[config.mk]
export PLATFORM = sky130hd
export DESIGN_NAME = uartPeripheral
export DESIGN_NICKNAME = d
export VERILOG_FILES = /design/src/hw/uartLinePkg.sv /design/src/hw/uartHostPkg.sv /design/src/hw/baudTickGen.sv /design/src/hw/uartFifo.sv /design/src/hw/uartPeripheral.sv /design/src/hw/uartRecv.sv /design/src/hw/uartTrans.sv
export VERILOG_INCLUDE_DIRS = /design/src /design/src/hw
export SDC_FILE = /design/constraint.sdc
export NUM_CORES = 1
export LEC_CHECK = 0
export BUFFER_PORTS_ARGS = -buffer_cell sky130_fd_sc_hd__buf_2
export CORE_MARGIN = 10
export CORE_UTILIZATION = 62
export DETAILED_ROUTE_END_ITERATION = 16
export GPL_ROUTABILITY_DRIVEN = 1
export PLACE_DENSITY = 0.87
export SYNTH_ARGS = -nofsm -noshare
export SYNTH_HDL_FRONTEND = slang
export SYNTH_SLANG_ARGS = --single-unit
[constraint.sdc]
create_clock -name clk -period 3.6 [get_ports clk]
set_input_delay 0.18 -clock clk [delete_from_list [all_inputs] [get_ports clk]]
set_output_delay 0.18 -clock clk [all_outputs]
set_load 0.05 [all_outputs]
[src/hw/uart_consts.svh]
//////////////////////////////////////////////////////////////////////
// UART peripheral constants: character format, oversampling,
// baud divisor and FIFO sizing
//////////////////////////////////////////////////////////////////////

`ifndef UART_CONSTS_SVH
`define UART_CONSTS_SVH

// character format
`define dataBits       8    // bits per character
`define sbTick         16   // ticks in the stop bit, one stop bit only

// line timing
`define overSample     16   // ticks per data bit
`define baudDivisor    4    // clocks per tick, small so simulation stays short

// FIFOs, tx and rx use the same sizing
`define fifoDepth      16
`define fifoCntrWidth  5    // holds 0..16

`endif

[src/hw/uartLinePkg.sv]
//////////////////////////////////////////////////////////////////////
// serial-line types: character, tick and bit counters,
// FIFO occupancy and the tx / rx FSM state encodings
//////////////////////////////////////////////////////////////////////

`include "uart_consts.svh"

package uartLinePkg;

	typedef logic [`dataBits-1:0] uartData_t;         // one character
	typedef logic [3:0] tickCnt_t;                    // oversample ticks within a bit
	typedef logic [2:0] bitCnt_t;                     // data bit index
	typedef logic [`fifoCntrWidth-1:0] fifoCount_t;   // FIFO occupancy

	// transmitter FSM
	typedef enum logic [1:0] {
		txIdle,       // line high, waiting for FIFO data
		txStartBit,   // driving the low start bit
		txDataBits,   // shifting out, LSB first
		txStopBit     // line high for sbTick ticks
	} txState_t;

	// receiver FSM
	typedef enum logic [1:0] {
		rxIdle,       // waiting for a falling edge
		rxStartBit,   // confirm start at mid-bit
		rxDataBits,   // sample each bit at its middle
		rxStopBit     // check stop bit, then hand off
	} rxState_t;

endpackage

[src/hw/uartHostPkg.sv]
//////////////////////////////////////////////////////////////////////
// processor-side types: UARTwr / UARTrd command and UARTstat word
//////////////////////////////////////////////////////////////////////

package uartHostPkg;

	import uartLinePkg::*;

	// strobes from the instruction decoder
	typedef struct packed {
		logic      wr;       // UARTwr, push wrData to tx FIFO
		logic      rd;       // UARTrd, pop rx FIFO head
		uartData_t wrData;   // byte to send
	} uartCmd_t;

	// status word read by UARTstat
	typedef struct packed {
		logic txFull;
		logic txEmpty;
		logic rxFull;
		logic rxEmpty;
		logic overrun;    // sticky, byte lost on full rx FIFO
		logic frameErr;   // sticky, stop bit sampled low
	} uartStat_t;

endpackage

[src/hw/baudTickGen.sv]
//////////////////////////////////////////////////////////////////////
// baud tick generator, one sTick pulse every baudDivisor clocks
//////////////////////////////////////////////////////////////////////

`timescale 1ns/1ps

`include "uart_consts.svh"

module baudTickGen (
	input  logic clk,
	input  logic reset,
	output logic sTick    // one clock wide, 16x the bit rate
);

	localparam int divW = $clog2(`baudDivisor + 1);

	logic [divW-1:0] divCnt;    // free-running divider
	logic            wrap;

	assign wrap = (divCnt == divW'(`baudDivisor - 1));

	always_ff @(posedge clk or posedge reset)
	begin
		if (reset)
		begin
			divCnt <= '0;
			sTick  <= 1'b0;
		end
		else
		begin
			if (wrap)
				divCnt <= '0;    // restart period
			else
				divCnt <= divCnt + 1'b1;
			sTick <= wrap;       // registered, so no glitches on the tick
		end
	end

endmodule

[src/hw/uartFifo.sv]
//////////////////////////////////////////////////////////////////////
// synchronous FIFO, first-word-fall-through head,
// full / empty flags and occupancy count
//////////////////////////////////////////////////////////////////////

`timescale 1ns/1ps

`include "uart_consts.svh"

module uartFifo #(
	parameter int width = `dataBits,
	parameter int depth = `fifoDepth
) (
	input  logic                         clk,
	input  logic                         reset,
	input  logic                         push,
	input  logic [width-1:0]             pushData,
	input  logic                         pop,
	output logic [width-1:0]             head,
	output logic                         full,
	output logic                         empty,
	output logic [$clog2(depth+1)-1:0]   count
);

	localparam int ptrW = (depth > 1) ? $clog2(depth) : 1;
	localparam int cntW = $clog2(depth + 1);

	logic [width-1:0] mem [depth];    // storage, no reset
	logic [ptrW-1:0]  wrPtr;
	logic [ptrW-1:0]  rdPtr;
	logic             doPush;
	logic             doPop;

	// circular pointer step, also for depths that are not a power of two
	function automatic logic [ptrW-1:0] incPtr(input logic [ptrW-1:0] p);
		if (p == ptrW'(depth - 1))
			return '0;
		return p + 1'b1;
	endfunction

	assign doPush = push & ~full;     // full drops the new item
	assign doPop  = pop & ~empty;     // pop on empty ignored

	assign full  = (count == cntW'(depth));
	assign empty = (count == '0);
	assign head  = mem[rdPtr];        // head falls through

	always_ff @(posedge clk)
	begin
		if (doPush)
			mem[wrPtr] <= pushData;
	end

	////////////////////////////////////////////////////////////////////
	// pointers and occupancy
	////////////////////////////////////////////////////////////////////
	always_ff @(posedge clk or posedge reset)
	begin
		if (reset)
		begin
			wrPtr <= '0;
			rdPtr <= '0;
			count <= '0;
		end
		else
		begin
			if (doPush)
				wrPtr <= incPtr(wrPtr);
			if (doPop)
				rdPtr <= incPtr(rdPtr);
			case ({doPush, doPop})
				2'b10:   count <= count + 1'b1;
				2'b01:   count <= count - 1'b1;
				default: count <= count;    // none, or push and pop together
			endcase
		end
	end

endmodule

[src/hw/uartPeripheral.sv]
//////////////////////////////////////////////////////////////////////
// UART peripheral top: tick generator, tx / rx FIFOs, engines,
// sticky error flags and the UARTstat word
//////////////////////////////////////////////////////////////////////

`timescale 1ns/1ps

`include "uart_consts.svh"

module uartPeripheral (
	input  logic                   clk,
	input  logic                   reset,
	input  uartHostPkg::uartCmd_t  cmd,       // UARTwr / UARTrd strobes
	output uartLinePkg::uartData_t rdData,    // rx FIFO head
	output uartHostPkg::uartStat_t stat,
	output logic                   tx,
	input  logic                   rx
);

	import uartLinePkg::*;

	logic      sTick;
	logic      txFull, txEmpty;
	logic      rxFull, rxEmpty;
	logic      txDoneTick;
	logic      rxDoneTick;
	logic      frameErrTick;
	uartData_t txHead;       // next byte for the transmitter
	uartData_t rxByte;       // byte from the receiver
	logic      overrun;
	logic      frameErr;

	baudTickGen tickGen (.clk, .reset, .sTick);

	////////////////////////////////////////////////////////////////////
	// transmit path
	////////////////////////////////////////////////////////////////////
	uartFifo #(.width(`dataBits), .depth(`fifoDepth)) txFifo (
		.clk, .reset,
		.push(cmd.wr), .pushData(cmd.wrData),    // dropped when full
		.pop(txDoneTick), .head(txHead),
		.full(txFull), .empty(txEmpty), .count()
	);

	uartTrans trans (
		.clk, .reset, .sTick,
		.txStart(~txEmpty), .din(txHead),
		.txDoneTick, .tx
	);

	////////////////////////////////////////////////////////////////////
	// receive path
	////////////////////////////////////////////////////////////////////
	uartRecv recv (
		.clk, .reset, .sTick, .rx,
		.rxDoneTick, .frameErrTick, .dout(rxByte)
	);

	uartFifo #(.width(`dataBits), .depth(`fifoDepth)) rxFifo (
		.clk, .reset,
		.push(rxDoneTick), .pushData(rxByte),
		.pop(cmd.rd), .head(rdData),             // rd on empty ignored
		.full(rxFull), .empty(rxEmpty), .count()
	);

	// sticky flags, a new event wins over the clearing rd
	always_ff @(posedge clk or posedge reset)
	begin
		if (reset)
		begin
			overrun  <= 1'b0;
			frameErr <= 1'b0;
		end
		else
		begin
			if (rxDoneTick && rxFull)
				overrun <= 1'b1;     // byte lost
			else if (cmd.rd)
				overrun <= 1'b0;
			if (frameErrTick)
				frameErr <= 1'b1;
			else if (cmd.rd)
				frameErr <= 1'b0;
		end
	end

	assign stat.txFull   = txFull;
	assign stat.txEmpty  = txEmpty;
	assign stat.rxFull   = rxFull;
	assign stat.rxEmpty  = rxEmpty;
	assign stat.overrun  = overrun;
	assign stat.frameErr = frameErr;

endmodule

[src/hw/uartRecv.sv]
//////////////////////////////////////////////////////////////////////
// UART receiver, 16x oversampling with mid-bit sampling,
// 2-flop rx synchronizer, stop bit check
//////////////////////////////////////////////////////////////////////

`timescale 1ns/1ps

`include "uart_consts.svh"

module uartRecv (
	input  logic                   clk,
	input  logic                   reset,
	input  logic                   sTick,
	input  logic                   rx,
	output logic                   rxDoneTick,     // good frame, push dout
	output logic                   frameErrTick,   // stop bit sampled low
	output uartLinePkg::uartData_t dout
);

	import uartLinePkg::*;

	rxState_t  stateReg, stateNext;
	tickCnt_t  sReg, sNext;     // ticks since last sample point
	bitCnt_t   nReg, nNext;     // data bits received
	uartData_t bReg, bNext;     // shift in from the MSB side
	logic      rxMeta;          // first sync stage
	logic      rxSync;          // second sync stage, used by the FSM
	logic      rxPrev;          // for edge detect
	logic      rxFall;

	assign rxFall = rxPrev & ~rxSync;

	// sync and edge detect, all reset to the idle line level
	always_ff @(posedge clk or posedge reset)
	begin
		if (reset)
		begin
			rxMeta <= 1'b1;
			rxSync <= 1'b1;
			rxPrev <= 1'b1;
		end
		else
		begin
			rxMeta <= rx;
			rxSync <= rxMeta;
			rxPrev <= rxSync;
		end
	end

	always_ff @(posedge clk or posedge reset)
	begin
		if (reset)
		begin
			stateReg <= rxIdle;
			sReg     <= '0;
			nReg     <= '0;
		end
		else
		begin
			stateReg <= stateNext;
			sReg     <= sNext;
			nReg     <= nNext;
		end
	end

	always_ff @(posedge clk)
		bReg <= bNext;

	////////////////////////////////////////////////////////////////////
	// receive FSM
	////////////////////////////////////////////////////////////////////
	always_comb
	begin
		stateNext    = stateReg;
		sNext        = sReg;
		nNext        = nReg;
		bNext        = bReg;
		rxDoneTick   = 1'b0;
		frameErrTick = 1'b0;

		case (stateReg)
			rxIdle:
			begin
				if (rxFall)
				begin
					sNext     = '0;
					stateNext = rxStartBit;
				end
			end
			rxStartBit:
			begin
				if (sTick)
				begin
					if (sReg == tickCnt_t'(`overSample / 2 - 1))    // middle of start bit
					begin
						sNext = '0;
						nNext = '0;
						if (rxSync)
							stateNext = rxIdle;       // glitch, line back high
						else
							stateNext = rxDataBits;
					end
					else
						sNext = sReg + 1'b1;
				end
			end
			rxDataBits:
			begin
				if (sTick)
				begin
					if (sReg == tickCnt_t'(`overSample - 1))
					begin
						sNext = '0;
						bNext = {rxSync, bReg[`dataBits-1:1]};    // LSB arrives first
						if (nReg == bitCnt_t'(`dataBits - 1))
							stateNext = rxStopBit;
						else
							nNext = nReg + 1'b1;
					end
					else
						sNext = sReg + 1'b1;
				end
			end
			rxStopBit:
			begin
				if (sTick)
				begin
					if (sReg == tickCnt_t'(`sbTick - 1))    // middle of stop bit
					begin
						rxDoneTick   = rxSync;
						frameErrTick = ~rxSync;    // byte is dropped
						stateNext    = rxIdle;
					end
					else
						sNext = sReg + 1'b1;
				end
			end
			default: stateNext = rxIdle;
		endcase
	end

	assign dout = bReg;

endmodule

[src/hw/uartTrans.sv]
//////////////////////////////////////////////////////////////////////
// UART transmitter, 4-state FSM: idle, start, data, stop
// one start bit, dataBits LSB first, one stop bit
//////////////////////////////////////////////////////////////////////

`timescale 1ns/1ps

`include "uart_consts.svh"

module uartTrans (
	input  logic                   clk,
	input  logic                   reset,
	input  logic                   sTick,
	input  logic                   txStart,      // tx FIFO not empty
	input  uartLinePkg::uartData_t din,          // tx FIFO head
	output logic                   txDoneTick,   // pops the tx FIFO
	output logic                   tx
);

	import uartLinePkg::*;

	txState_t  stateReg, stateNext;
	tickCnt_t  sReg, sNext;      // ticks within the current bit
	bitCnt_t   nReg, nNext;      // data bits sent
	uartData_t bReg, bNext;      // shift register, LSB on the line
	logic      txReg, txNext;    // line level, registered

	always_ff @(posedge clk or posedge reset)
	begin
		if (reset)
		begin
			stateReg <= txIdle;
			sReg     <= '0;
			nReg     <= '0;
			txReg    <= 1'b1;    // line idles high
		end
		else
		begin
			stateReg <= stateNext;
			sReg     <= sNext;
			nReg     <= nNext;
			txReg    <= txNext;
		end
	end

	always_ff @(posedge clk)
		bReg <= bNext;

	////////////////////////////////////////////////////////////////////
	// next state; txNext changes together with the state so every
	// bit holds for its full tick count
	////////////////////////////////////////////////////////////////////
	always_comb
	begin
		stateNext  = stateReg;
		sNext      = sReg;
		nNext      = nReg;
		bNext      = bReg;
		txNext     = txReg;
		txDoneTick = 1'b0;

		case (stateReg)
			txIdle:
			begin
				txNext = 1'b1;
				if (txStart)
				begin
					txDoneTick = 1'b1;    // accept, FIFO head moves on this edge
					bNext      = din;     // so latch it now
					txNext     = 1'b0;    // start bit on the next clock
					sNext      = '0;
					stateNext  = txStartBit;
				end
			end
			txStartBit:
			begin
				if (sTick)
				begin
					if (sReg == tickCnt_t'(`overSample - 1))
					begin
						sNext     = '0;
						nNext     = '0;
						txNext    = bReg[0];    // first data bit
						stateNext = txDataBits;
					end
					else
						sNext = sReg + 1'b1;
				end
			end
			txDataBits:
			begin
				if (sTick)
				begin
					if (sReg == tickCnt_t'(`overSample - 1))
					begin
						sNext = '0;
						bNext = bReg >> 1;
						if (nReg == bitCnt_t'(`dataBits - 1))
						begin
							txNext    = 1'b1;      // stop bit
							stateNext = txStopBit;
						end
						else
						begin
							txNext = bReg[1];    // next bit after the shift
							nNext  = nReg + 1'b1;
						end
					end
					else
						sNext = sReg + 1'b1;
				end
			end
			txStopBit:
			begin
				txNext = 1'b1;
				if (sTick)
				begin
					if (sReg == tickCnt_t'(`sbTick - 1))
						stateNext = txIdle;    // back to back frames start from here
					else
						sNext = sReg + 1'b1;
				end
			end
			default: stateNext = txIdle;
		endcase
	end

	assign tx = txReg;

endmodule

==> reports/results.md, run 1 <==
* Via Count: 7,103
* minimum period implied by the final worst setup slack: 3.197 ns
* R2R Path End: txFifo.count[4]$_DFFE_PP0P_
* accumulated negative setup slack: 0 ns
* maximum buffer depth of the clock tree: 3
* FFs w/ async S/R, synth: 16.56%
* worst-path fanout max: 9
* Netlist Area Pre-Place: 0.01357 sq mm
* number of placed I/O pins: 28
* most used cells in the layout excluding fill and tap cells: sky130_fd_sc_hd__edfxtp_1, sky130_fd_sc_hd__mux4_2, sky130_fd_sc_hd__dfrtp_1
* most congested layer reported by global routing: met2
* main area contributors after synthesis: sky130_fd_sc_hd__edfxtp_1, sky130_fd_sc_hd__mux4_2, sky130_fd_sc_hd__dfrtp_1, sky130_fd_sc_hd__ha_1, sky130_fd_sc_hd__o21ai_0
* number of H-tree levels: 1
* floorplan core area: 0.02169 sq mm
* number of failing setup endpoints in the final timing report: 0
* area of placed instances: 0.01394 sq mm
* Final HPWL DP: 16,640 microns
* fraction of final layout cells with drive strength greater than 1: 21.27%
* Via density: 6.359
* Setup crit end kind: flop
* Initial Util: 62.58%
* Min Hold Slack: 0.02724 ns
* area taken by multi-input logic gates: 0.003680 sq mm
* Final Non-Filler Cells: 1,117
* Synth area leader: sky130_fd_sc_hd__edfxtp_1
* worst path bufs/invs: 2
* Chip Width: 168.0 microns
* post-layout power: 10.06 mW
* residual overflow from global routing: 0
* Worst path top cell family by delay: simple AND/OR/NAND/NOR gates
* post-cts gate resize count: 0
* Reg clk slew, reported paths: 0.06 ns
* Placed Instances: 1,057
* die height: 168.0 microns
* post-synthesis cell count: 774
* total of fill cells in the finished design: 1,298
* via count of the first global-routing pass: 7,483
* synthesis-stage register bit count: 326
* worst slack at placement: 0.4436 ns
* Power per Cell Area: 668.6 mW/mm^2
* leading register cell type out of synthesis: sky130_fd_sc_hd__edfxtp_1
* result of the run: complete, no violations
* switching power as a share of total power: 27.56%
* leading cell type in the layout, fill and taps excluded: sky130_fd_sc_hd__edfxtp_1
* final cycle utilization of the critical path: 88.82%
* clock latency on the worst-skew pair: 0.55 ns
* sequential fraction of design power: 46.2%
* area of all placed cells without fillers: 0.01505 sq mm
* worst slew pin tran: 0.9180 ns
* internal power component: 7.288 mW
* Req. time, crit path: 4.03 ns
* met1 track utilization from global routing: 23.20%
* global-route wire length before repair: 42,170 microns
* Worst Hold Depth: 1
* delay contributed by the slowest stage of the critical path: 0.46 ns
* length of the first detailed-routing pass in iterations: 5
* path type of the worst min-delay path: in2reg
* DRT iter0 DRCs: 549
* wire length per cell: 23.45 microns
* NetSw: 2.772 mW
* met3 capacity usage during global routing: 2.678%
* highest clock rate: 0.3127 GHz
* leakage power total: 5.245 nW
* post-synth cell types: 56
* antenna-violating nets left: 0
* Final Wtd Congestion: 0.8114
* global-route total usage across every layer: 18.68%
* number of nets in the finished design: 858
* remaining max-slew budget at the tightest pin: 38.57%
* area used by sequential logic in the layout: 0.009527 sq mm
* Fin Clk Skew: 0.02198 ns
* part of the power in combinational logic: 20.0%
* Arr. time, crit path: 3.62 ns
* RSZ-0062 raised after global routing: no
* residual DRC count: 0
* Post-CTS Hold Fix Bufs: 4
* max-cap violation count: 0
* TritonCTS buffer count: 30
* Final Util: 69.38%
* max-slew violation total from the final report: 0
* startpoint class of the critical path: flop
* reg2reg start: txFifo.count[0]$_DFFE_PP0P_
* Worst Hold Path EP: txFifo.mem[11][6]$_DFFE_PP_
* Synth top area share: 60.18%
* die outline area: 0.02821 sq mm
* portion of total power attributed to the clock network: 33.8%
* met2 GRT Util: 33.53%
* YS warnings: 0
* post-synthesis to final-layout area growth: 10.87%
* post-synthesis net count: 819
* share of the yosys chip area belonging to registers: 70.18%
* diode count: 0
* buffer type at the clock tree root: sky130_fd_sc_hd__clkbuf_16
* count of clock tree sinks: 326
* largest net degree at the start of global routing: 33
* most used cell along the critical path: sky130_fd_sc_hd__inv_1
* # port buffers: 27
* mean instance size in the synthesized netlist: 17.53 sq um
* r2r setup slk: 0.40 ns
* depth of the worst register-to-register path: 12
* critical path class: reg2reg
* maximum ir drop on the vdd rail: 0.4769 mV
* count of final hold-check violations: 0
* worst min-delay path startpoint: cmd[6]
* number of buffers inserted to repair setup after CTS: 0
* Routed Wire Length: 26,200 microns
* cell with the largest stage delay on the worst path: sky130_fd_sc_hd__fa_1
* number of antenna violations at the first check in global routing: 0
* Site Rows: 54
* series of cell instances along the critical path: nor4_1, nand2_1, and2_1, inv_1, ha_1, inv_1, fa_1, nor2b_1, o21ai_0, nand3_1, or3b_2, xnor2_1
* number of synthesized flops with an enable pin: 272
* clock tree from TritonCTS: done
* PnR worst setup slack: 0.4025 ns
routing by layer:
layer	vias to the layer above	wire length, microns
li1	3124	-
met1	3659	10380
met2	265	13970
met3	55	1254
met4	0	595
met5	-	0
worst max path at each step:
stage,slack (ns),depth (start not counted),startpoint,end
floorplan,0.65,13,txFifo.count[0]$_DFFE_PP0P_,txFifo.count[4]$_DFFE_PP0P_
global placement,0.58,12,txFifo.count[0]$_DFFE_PP0P_,txFifo.count[4]$_DFFE_PP0P_
detailed placement,0.44,12,txFifo.count[0]$_DFFE_PP0P_,txFifo.count[4]$_DFFE_PP0P_
CTS,0.41,12,txFifo.count[0]$_DFFE_PP0P_,txFifo.count[4]$_DFFE_PP0P_
global route,0.19,12,txFifo.count[0]$_DFFE_PP0P_,txFifo.count[4]$_DFFE_PP0P_
finish,0.40,12,txFifo.count[0]$_DFFE_PP0P_,txFifo.count[4]$_DFFE_PP0P_
power groups by stage:
stage | Combinational, mW | Clock [mW] | Sequential, mW
floorplan | 1.73 | 0 | 4.52
global placement | 1.94 | 0 | 4.69
detailed placement | 2.01 | 0 | 4.72
CTS | 2.04 | 3.44 | 4.65
global route | 2.17 | 3.58 | 4.69
finish | 2.01 | 3.40 | 4.65
worst reg2reg max path: cells and delay by family (launching register included):
family / cells / cell delay (ns)
and+or+nand+nor: 6 / 1.48
buffers and inverters: 2 / 0.24
xor gates and xnor gates: 1 / 0.13
adders and majority gates: 2 / 0.70
DFF: 1 / 0.43
AOI/OAI and AO/OA: 1 / 0.10
logic make-up (layout without fill, tap and decap cells):
kind of cell,Yosys count,count (layout),synth area share (%)
multiplexers,89,89,13.06
AND/OR/NAND/NOR,136,136,4.997
XOR/XNOR,14,14,0.9035
adder cells (fa/ha/maj),32,32,3.061
buffers and inverters,66,129,2.710
flip-flops,326,326,70.18
AO/OA/AOI/OAI,111,111,5.089
sequential cells by signal, indices dropped and copies added, names as in the netlist, 2 cells and up, named ones only:
signal	flops
recv.dout	8
recv.nReg	3
recv.sReg	4
rxFifo.count	5
rxFifo.mem	128
rxFifo.rdPtr	4
rxFifo.wrPtr	4
tickGen.divCnt	3
trans.bReg	8
trans.nReg	3
trans.sReg	4
trans.stateReg	2
txFifo.count	5
txFifo.mem	128
txFifo.rdPtr	4
txFifo.wrPtr	4
cell usage after synthesis, drive strengths merged, types with 2 or more instances:
cell           n
nor3b          2
a21o           7
xnor2          8
a32o           3
o21ai         41
o41ai          2
mux2i          8
dfrtp         50
a21oi         24
nand4          6
nand2         43
inv           23
nor4           7
a22oi          6
and2          11
nor3           4
o31ai          2
a31oi          2
dfstp          4
mux2          14
buf           25
o22ai          7
o21a           2
xor2           6
nand3         12
ha            30
nor2          29
a22o           6
nor2b          7
a2111oi        6
clkbuf        16
fa             2
or4            2
nand2b         8
edfxtp       272
mux4          67
dlygate4sd1    2
final cells by class:
| class | count | area share (%) |
|---|---|---|
| Sequential cell | 326 | 63.31 |
| Multi-Input combinational cell | 382 | 24.46 |
| Clock buffer | 38 | 5.330 |
| Tap cell | 280 | 2.328 |
| Timing Repair Buffer | 50 | 2.195 |
| Clock inverter | 18 | 1.788 |
| Inverter | 23 | 0.5904 |
No activity file was read; power rests on OpenSTA's default activity.
==> inputs of run 2 (changes only) <==
--- a/config.mk
+++ b/config.mk
@@ -7,11 +7,13 @@
 export NUM_CORES = 1
 export LEC_CHECK = 0
 export BUFFER_PORTS_ARGS = -buffer_cell sky130_fd_sc_hd__buf_2
+export CORE_ASPECT_RATIO = 1.2
 export CORE_MARGIN = 10
 export CORE_UTILIZATION = 62
 export DETAILED_ROUTE_END_ITERATION = 16
 export GPL_ROUTABILITY_DRIVEN = 1
 export PLACE_DENSITY = 0.87
+export RECOVER_POWER = 25
 export SYNTH_ARGS = -nofsm -noshare
 export SYNTH_HDL_FRONTEND = slang
 export SYNTH_SLANG_ARGS = --single-unit
==> reports/results.md, run 2 (same netlist as run 1, synthesis figures left out) <==
* TritonCTS buffer count: 30, unchanged
* worst slew pin tran: 1.227 ns, +0.3091 ns
* max-cap violation count: 0, unchanged
* clock tree from TritonCTS: done
* number of buffers inserted to repair setup after CTS: 0, unchanged
* max-slew violation total from the final report: 0, unchanged
* area of placed instances: 0.01392 sq mm, -0.13%
* count of final hold-check violations: 0, unchanged
* Via density: 6.370, +0.18%
* number of H-tree levels: 1, unchanged
* critical path class: reg2reg
* length of the first detailed-routing pass in iterations: 5, unchanged
* largest net degree at the start of global routing: 38, +15%
* antenna-violating nets left: 0, unchanged
* final cycle utilization of the critical path: 89.58%, +0.76 points
* worst-path fanout max: 8, -1
* Final HPWL DP: 16,940 microns, +1.8%
* post-synthesis to final-layout area growth: 9.661%
* post-cts gate resize count: 0, unchanged
* Initial Util: 62.75%, +0.17 points
* Via Count: 7,052, -0.72%
* r2r setup slk: 0.38 ns, -0.03 ns
* wire length per cell: 24.01 microns, +2.4%
* Routed Wire Length: 26,580 microns, +1.5%
* Req. time, crit path: 4.04 ns, about the same
* Setup crit end kind: flop
* residual overflow from global routing: 0, unchanged
* via count of the first global-routing pass: 7,447, -0.48%
* number of placed I/O pins: 28, unchanged
* buffer type at the clock tree root: sky130_fd_sc_hd__clkbuf_16
* clock latency on the worst-skew pair: 0.55 ns, about the same
* accumulated negative setup slack: 0 ns, unchanged
* result of the run: complete, no violations
* leakage power total: 5.170 nW, -1.4%
* startpoint class of the critical path: flop
* area of all placed cells without fillers: 0.01488 sq mm, -1.1%
* number of failing setup endpoints in the final timing report: 0, unchanged
* Final Non-Filler Cells: 1,107, -0.90%
* remaining max-slew budget at the tightest pin: 18.10%, -20 points
* Min Hold Slack: 0.1485 ns, +0.1212 ns
* Placed Instances: 1,048, -0.85%
* Reg clk slew, reported paths: 0.06 ns, about the same
* maximum buffer depth of the clock tree: 3, unchanged
* most used cells in the layout excluding fill and tap cells: sky130_fd_sc_hd__edfxtp_1, sky130_fd_sc_hd__mux4_2, sky130_fd_sc_hd__dfrtp_1
* path type of the worst min-delay path: in2reg
* diode count: 0, unchanged
* global-route wire length before repair: 41,750 microns, -1.0%
* leading cell type in the layout, fill and taps excluded: sky130_fd_sc_hd__edfxtp_1
* highest clock rate: 0.3101 GHz, -0.85%
* area taken by multi-input logic gates: 0.003680 sq mm, unchanged
* count of clock tree sinks: 326, unchanged
* area used by sequential logic in the layout: 0.009527 sq mm, unchanged
* fraction of final layout cells with drive strength greater than 1: 19.69%, -1.6 points
* floorplan core area: 0.02163 sq mm, -0.27%
* minimum period implied by the final worst setup slack: 3.225 ns, +0.02729 ns
* number of nets in the finished design: 854, -0.47%
* Site Rows: 59, +9.3%
* die outline area: 0.02823 sq mm, about the same
* Final Wtd Congestion: 0.8186, +0.89%
* global-route total usage across every layer: 18.84%, +0.17 points
* DRT iter0 DRCs: 555, +1.1%
* total of fill cells in the finished design: 1,315, +1.3%
* # port buffers: 27, unchanged
* Chip Width: 155.1 microns, -7.7%
* number of antenna violations at the first check in global routing: 0, unchanged
* Fin Clk Skew: 0.01354 ns, -0.008440 ns
* residual DRC count: 0, unchanged
* Power per Cell Area: 650.1 mW/mm^2, -2.8%
* RSZ-0062 raised after global routing: no
* largest registers: rxFifo.mem (128), txFifo.mem (128)
* die height: 182.1 microns, +8.4%
* Arr. time, crit path: 3.66 ns, +0.04 ns
* maximum ir drop on the vdd rail: 0.7305 mV, +53%
-- run 2: cell count changes in the layout (fill, tap and decap cells not counted), sizes merged --
cell,delta
clkinv,+8
clkbuf,+7
clkinvlp,-3
bufinv,-5
inv,+1
dlygate4sd3,-1
buf,-11
-- run 2: critical path, stage by stage (launching register included) --
cell                      delay [ns]
sky130_fd_sc_hd__dfrtp_1        0.39
sky130_fd_sc_hd__ha_1           0.30
sky130_fd_sc_hd__and4_1         0.25
sky130_fd_sc_hd__nand4_1        0.17
sky130_fd_sc_hd__a21oi_2        0.38
sky130_fd_sc_hd__inv_4          0.12
sky130_fd_sc_hd__ha_1           0.30
sky130_fd_sc_hd__fa_1           0.49
sky130_fd_sc_hd__a21o_1         0.18
sky130_fd_sc_hd__a21oi_1        0.18
sky130_fd_sc_hd__xor2_1         0.15
sky130_fd_sc_hd__nor2_1         0.06
sky130_fd_sc_hd__xor2_1         0.14
-- run 2: through the flow --
| step | utilization (%) | worst slack [ns] | total power, mW |
|---|---|---|---|
| floorplan | - | 0.6505 | 6.253 |
| global placement | 64.35 | 0.5779 | 6.629 |
| detailed placement | 64.35 | 0.4202 | 6.721 |
| CTS | 68.86 | 0.3549 | 9.738 |
| global route | 68.81 | 0.1347 | 10.07 |
| finish | 68.81 | 0.3753 | 9.676 |
-- run 2: metal layers --
metal	GRT usage [%]	share of wire, %	up-vias
li1	-	-	3120
met2	35.47	57	299
met3	2.823	5.3	54
met1	21.21	36	3579
met4	6.092	2.3	0
met5	0	0	-
-- run 2: path summary, 6_finish.rpt --
kind,from,endpoint,cells past startpoint
worst max register to register,recv.sReg[0]$_DFFE_PP0P_,rxFifo.count[4]$_DFFE_PP0P_,12
max in group asynchronous,reset,recv.rxPrev$_DFF_PP1_,4
worst min-delay path,cmd[9],txFifo.wrPtr[1]$_DFFE_PP0P_,3
min in group asynchronous,reset,rxFifo.count[2]$_DFFE_PP0P_,3
worst max-delay path,recv.sReg[0]$_DFFE_PP0P_,rxFifo.count[4]$_DFFE_PP0P_,12
worst min register to register,recv.rxMeta$_DFF_PP1_,recv.rxSync$_DFF_PP1_,0
-- run 2: layout make-up --
type | count | area share, %
sequential | 326 | 64.01
tap | 274 | 2.303
clock inverter | 19 | 0.9836
clock buffer | 37 | 5.364
inverter | 23 | 0.5969
timing repair buffer | 46 | 2.018
multi-input combinational | 382 | 24.72
-- run 2: what timing repair did --
action,CTS,global route
setup endpoints to repair,0,0
hold buffers,3,0
endpoints found under the hold margin,33,0
-- run 2: power breakdown --
| part | total (mW) | internal, mW | leakage (nW) | switching, mW |
|---|---|---|---|---|
| sequential | 4.66 | 4.34 | 3.12 | 0.327 |
| clock | 3.03 | 1.72 | 0.473 | 1.31 |
| combinational | 1.98 | 0.866 | 1.58 | 1.12 |
==> inputs of run 3 (changes only) <==
--- a/config.mk
+++ b/config.mk
@@ -9,11 +9,10 @@
 export BUFFER_PORTS_ARGS = -buffer_cell sky130_fd_sc_hd__buf_2
 export CORE_ASPECT_RATIO = 1.2
 export CORE_MARGIN = 10
-export CORE_UTILIZATION = 62
+export CORE_UTILIZATION = 65
 export DETAILED_ROUTE_END_ITERATION = 16
 export GPL_ROUTABILITY_DRIVEN = 1
-export PLACE_DENSITY = 0.87
-export RECOVER_POWER = 25
+export PLACE_DENSITY = 0.9
 export SYNTH_ARGS = -nofsm -noshare
 export SYNTH_HDL_FRONTEND = slang
 export SYNTH_SLANG_ARGS = --single-unit
==> constraint.sdc (replaced) <==
create_clock -name clk -period 3.9 [get_ports clk]
set_input_delay 0.195 -clock clk [delete_from_list [all_inputs] [get_ports clk]]
set_output_delay 0.195 -clock clk [all_outputs]
set_load 0.05 [all_outputs]
==> reports/results.md, run 3 (same netlist as run 1, synthesis figures left out) <==
* Critical Path Start: txFifo.count[0]$_DFFE_PP0P_
* global-route wire length before repair: 43,530 microns, +4.3%
* Fin Clk Skew: 0.01119 ns, -0.002350 ns
* remaining max-slew budget at the tightest pin: 15.43%, -2.7 points
* diode count: 0, unchanged
* accumulated negative setup slack: 0 ns, unchanged
* area of all placed cells without fillers: 0.01493 sq mm, +0.32%
* area of placed instances: 0.01387 sq mm, -0.31%
* final cycle utilization of the critical path: 85.29%, -4.3 points
* RSZ-0062 raised after global routing: no
* fraction of final layout cells with drive strength greater than 1: 21.27%, +1.6 points
* die height: 178.3 microns, -2.1%
* reg2reg start: txFifo.count[0]$_DFFE_PP0P_
* via count of the first global-routing pass: 7,644, +2.6%
* minimum period implied by the final worst setup slack: 3.326 ns, +0.1017 ns
* wire length per cell: 25.17 microns, +4.8%
* total of fill cells in the finished design: 1,175, -11%
* Final Wtd Congestion: 0.7976, -2.6%
* number of buffers inserted to repair setup after CTS: 0, unchanged
* residual DRC count: 0, unchanged
* residual overflow from global routing: 0, unchanged
* Via density: 6.541, +2.7%
* length of the first detailed-routing pass in iterations: 5, unchanged
* Routed Wire Length: 27,610 microns, +3.9%
* clock tree from TritonCTS: done
* maximum buffer depth of the clock tree: 3, unchanged
* Site Rows: 57, -3.4%
* count of final hold-check violations: 0, unchanged
* Arr. time, crit path: 3.75 ns, +0.09 ns
* max-cap violation count: 0, unchanged
* global-route total usage across every layer: 20.38%, +1.5 points
* Initial Util: 66.54%, +3.8 points
* clock latency on the worst-skew pair: 0.54 ns, about the same
* Chip Width: 151.9 microns, -2.0%
* Final HPWL DP: 17,630 microns, +4.1%
* Power per Cell Area: 614.9 mW/mm^2, -5.4%
* TritonCTS buffer count: 30, unchanged
* number of H-tree levels: 1, unchanged
* die outline area: 0.02708 sq mm, -4.1%
* max-slew violation total from the final report: 0, unchanged
* number of placed I/O pins: 28, unchanged
* R2R Path End: txFifo.count[4]$_DFFE_PP0P_
* number of failing setup endpoints in the final timing report: 0, unchanged
* worst slack at placement: 0.6463 ns, +0.2261 ns
* Setup crit end kind: flop
* largest net degree at the start of global routing: 55, +45%
* result of the run: complete, no violations
* PnR worst setup slack: 0.5735 ns, +0.1983 ns
* post-synthesis to final-layout area growth: 10.01%
* end point of the critical path: txFifo.count[4]$_DFFE_PP0P_
* startpoint class of the critical path: flop
* worst-path fanout max: 9, +1
* DRT iter0 DRCs: 664, +20%
* maximum ir drop on the vdd rail: 0.7318 mV, +0.18%
* largest registers: rxFifo.mem (128), txFifo.mem (128)
* leading cell type in the layout, fill and taps excluded: sky130_fd_sc_hd__edfxtp_1
* post-cts gate resize count: 0, unchanged
* post-layout power: 9.181 mW, -5.1%
* antenna-violating nets left: 0, unchanged
* Reg clk slew, reported paths: 0.07 ns, about the same
* worst slew pin tran: 1.264 ns, +0.03683 ns
* buffer type at the clock tree root: sky130_fd_sc_hd__clkbuf_16
* Via Count: 7,176, +1.8%
* count of clock tree sinks: 326, unchanged
* floorplan core area: 0.02040 sq mm, -5.7%
* leakage power total: 5.210 nW, +0.77%
* path type of the worst min-delay path: in2reg
* r2r setup slk: 0.57 ns, +0.20 ns
* most used cells in the layout excluding fill and tap cells: sky130_fd_sc_hd__edfxtp_1, sky130_fd_sc_hd__mux4_2, sky130_fd_sc_hd__dfrtp_1
* # port buffers: 27, unchanged
* critical path class: reg2reg
* number of antenna violations at the first check in global routing: 0, unchanged
* number of nets in the finished design: 853, -0.12%
* depth of the worst register-to-register path: 12, unchanged
* highest clock rate: 0.3006 GHz, -3.1%
* Req. time, crit path: 4.32 ns, +0.28 ns
-- run 3: cell types whose count changed in the layout (fill, tap and decap cells not counted), sizes merged --
cell	before	now
bufinv	2	5
clkbuf	45	33
buf	35	42
clkinv	16	15
clkinvlp	0	2
-- run 3: worst max-delay path, stage by stage, from the launching register on --
cell and delay (ns):
sky130_fd_sc_hd__dfrtp_1 0.42, sky130_fd_sc_hd__nor4_1 0.43, sky130_fd_sc_hd__nand2_1 0.14, sky130_fd_sc_hd__and2_1 0.29, sky130_fd_sc_hd__inv_1 0.14, sky130_fd_sc_hd__ha_1 0.26
sky130_fd_sc_hd__inv_1 0.13, sky130_fd_sc_hd__fa_1 0.47, sky130_fd_sc_hd__nor2b_1 0.12, sky130_fd_sc_hd__o21ai_0 0.11, sky130_fd_sc_hd__nand3_1 0.10, sky130_fd_sc_hd__or3b_2 0.45
sky130_fd_sc_hd__xnor2_1 0.14
-- run 3: power breakdown --
| part | total [mW] | switching (mW) | internal [mW] | leakage, nW |
|---|---|---|---|---|
| clock network | 3.01 | 1.23 | 1.78 | 0.508 |
| logic | 1.84 | 1.05 | 0.790 | 1.58 |
| registers | 4.33 | 0.326 | 4.00 | 3.12 |
| total | 9.18 | 2.61 | 6.57 | 5.21 |
-- run 3: worst min-delay path by stage --
stage / to / depth (start not counted) / start
2_1_floorplan: recv.rxMeta$_DFF_PP1_ / 0 / rx
3_3_place_gp: recv.rxMeta$_DFF_PP1_ / 1 / rx
3_5_place_dp: recv.rxMeta$_DFF_PP1_ / 1 / rx
4_1_cts: txFifo.mem[1][5]$_DFFE_PP_ / 1 / cmd[5]
5_1_grt: txFifo.mem[3][7]$_DFFE_PP_ / 1 / cmd[7]
6_report: txFifo.mem[4][5]$_DFFE_PP_ / 1 / cmd[5]
-- run 3: layout make-up --
class	instances	area (sq um)	share of cell area, %
clock inverter	23	242.7	1.626
tap	265	331.6	2.221
clock buffer	33	783.3	5.246
inverter	23	88.84	0.5950
multi-input combinational	382	3680	24.65
sequential	326	9527	63.81
timing repair buffer	45	277.8	1.860
-- run 3: timing repair --
| action | CTS | global route |
|---|---|---|
| setup endpoints to repair | 0 | 0 |
| endpoints found under the hold margin | 53 | 0 |
| hold buffers | 3 | 0 |
-- run 3: per-layer routing --
metal	track usage (%)	part of all wire, %
met5	0	0
met4	6.145	2.4
met3	2.987	5.1
met2	39.14	56
met1	22.92	36
-- run 3: per-stage QoR --
stage | utilization [%] | cells | hold slack, ns
after CTS | 73.20 | 1097 | 0.01401
after global routing | 73.20 | 1097 | 0.02754
after global placement | 68.02 | 1038 | 0.3022
final | 73.20 | 1097 | 0.03054
after detailed placement | 68.02 | 1038 | 0.3033
after floorplan | - | 774 | 0.1995
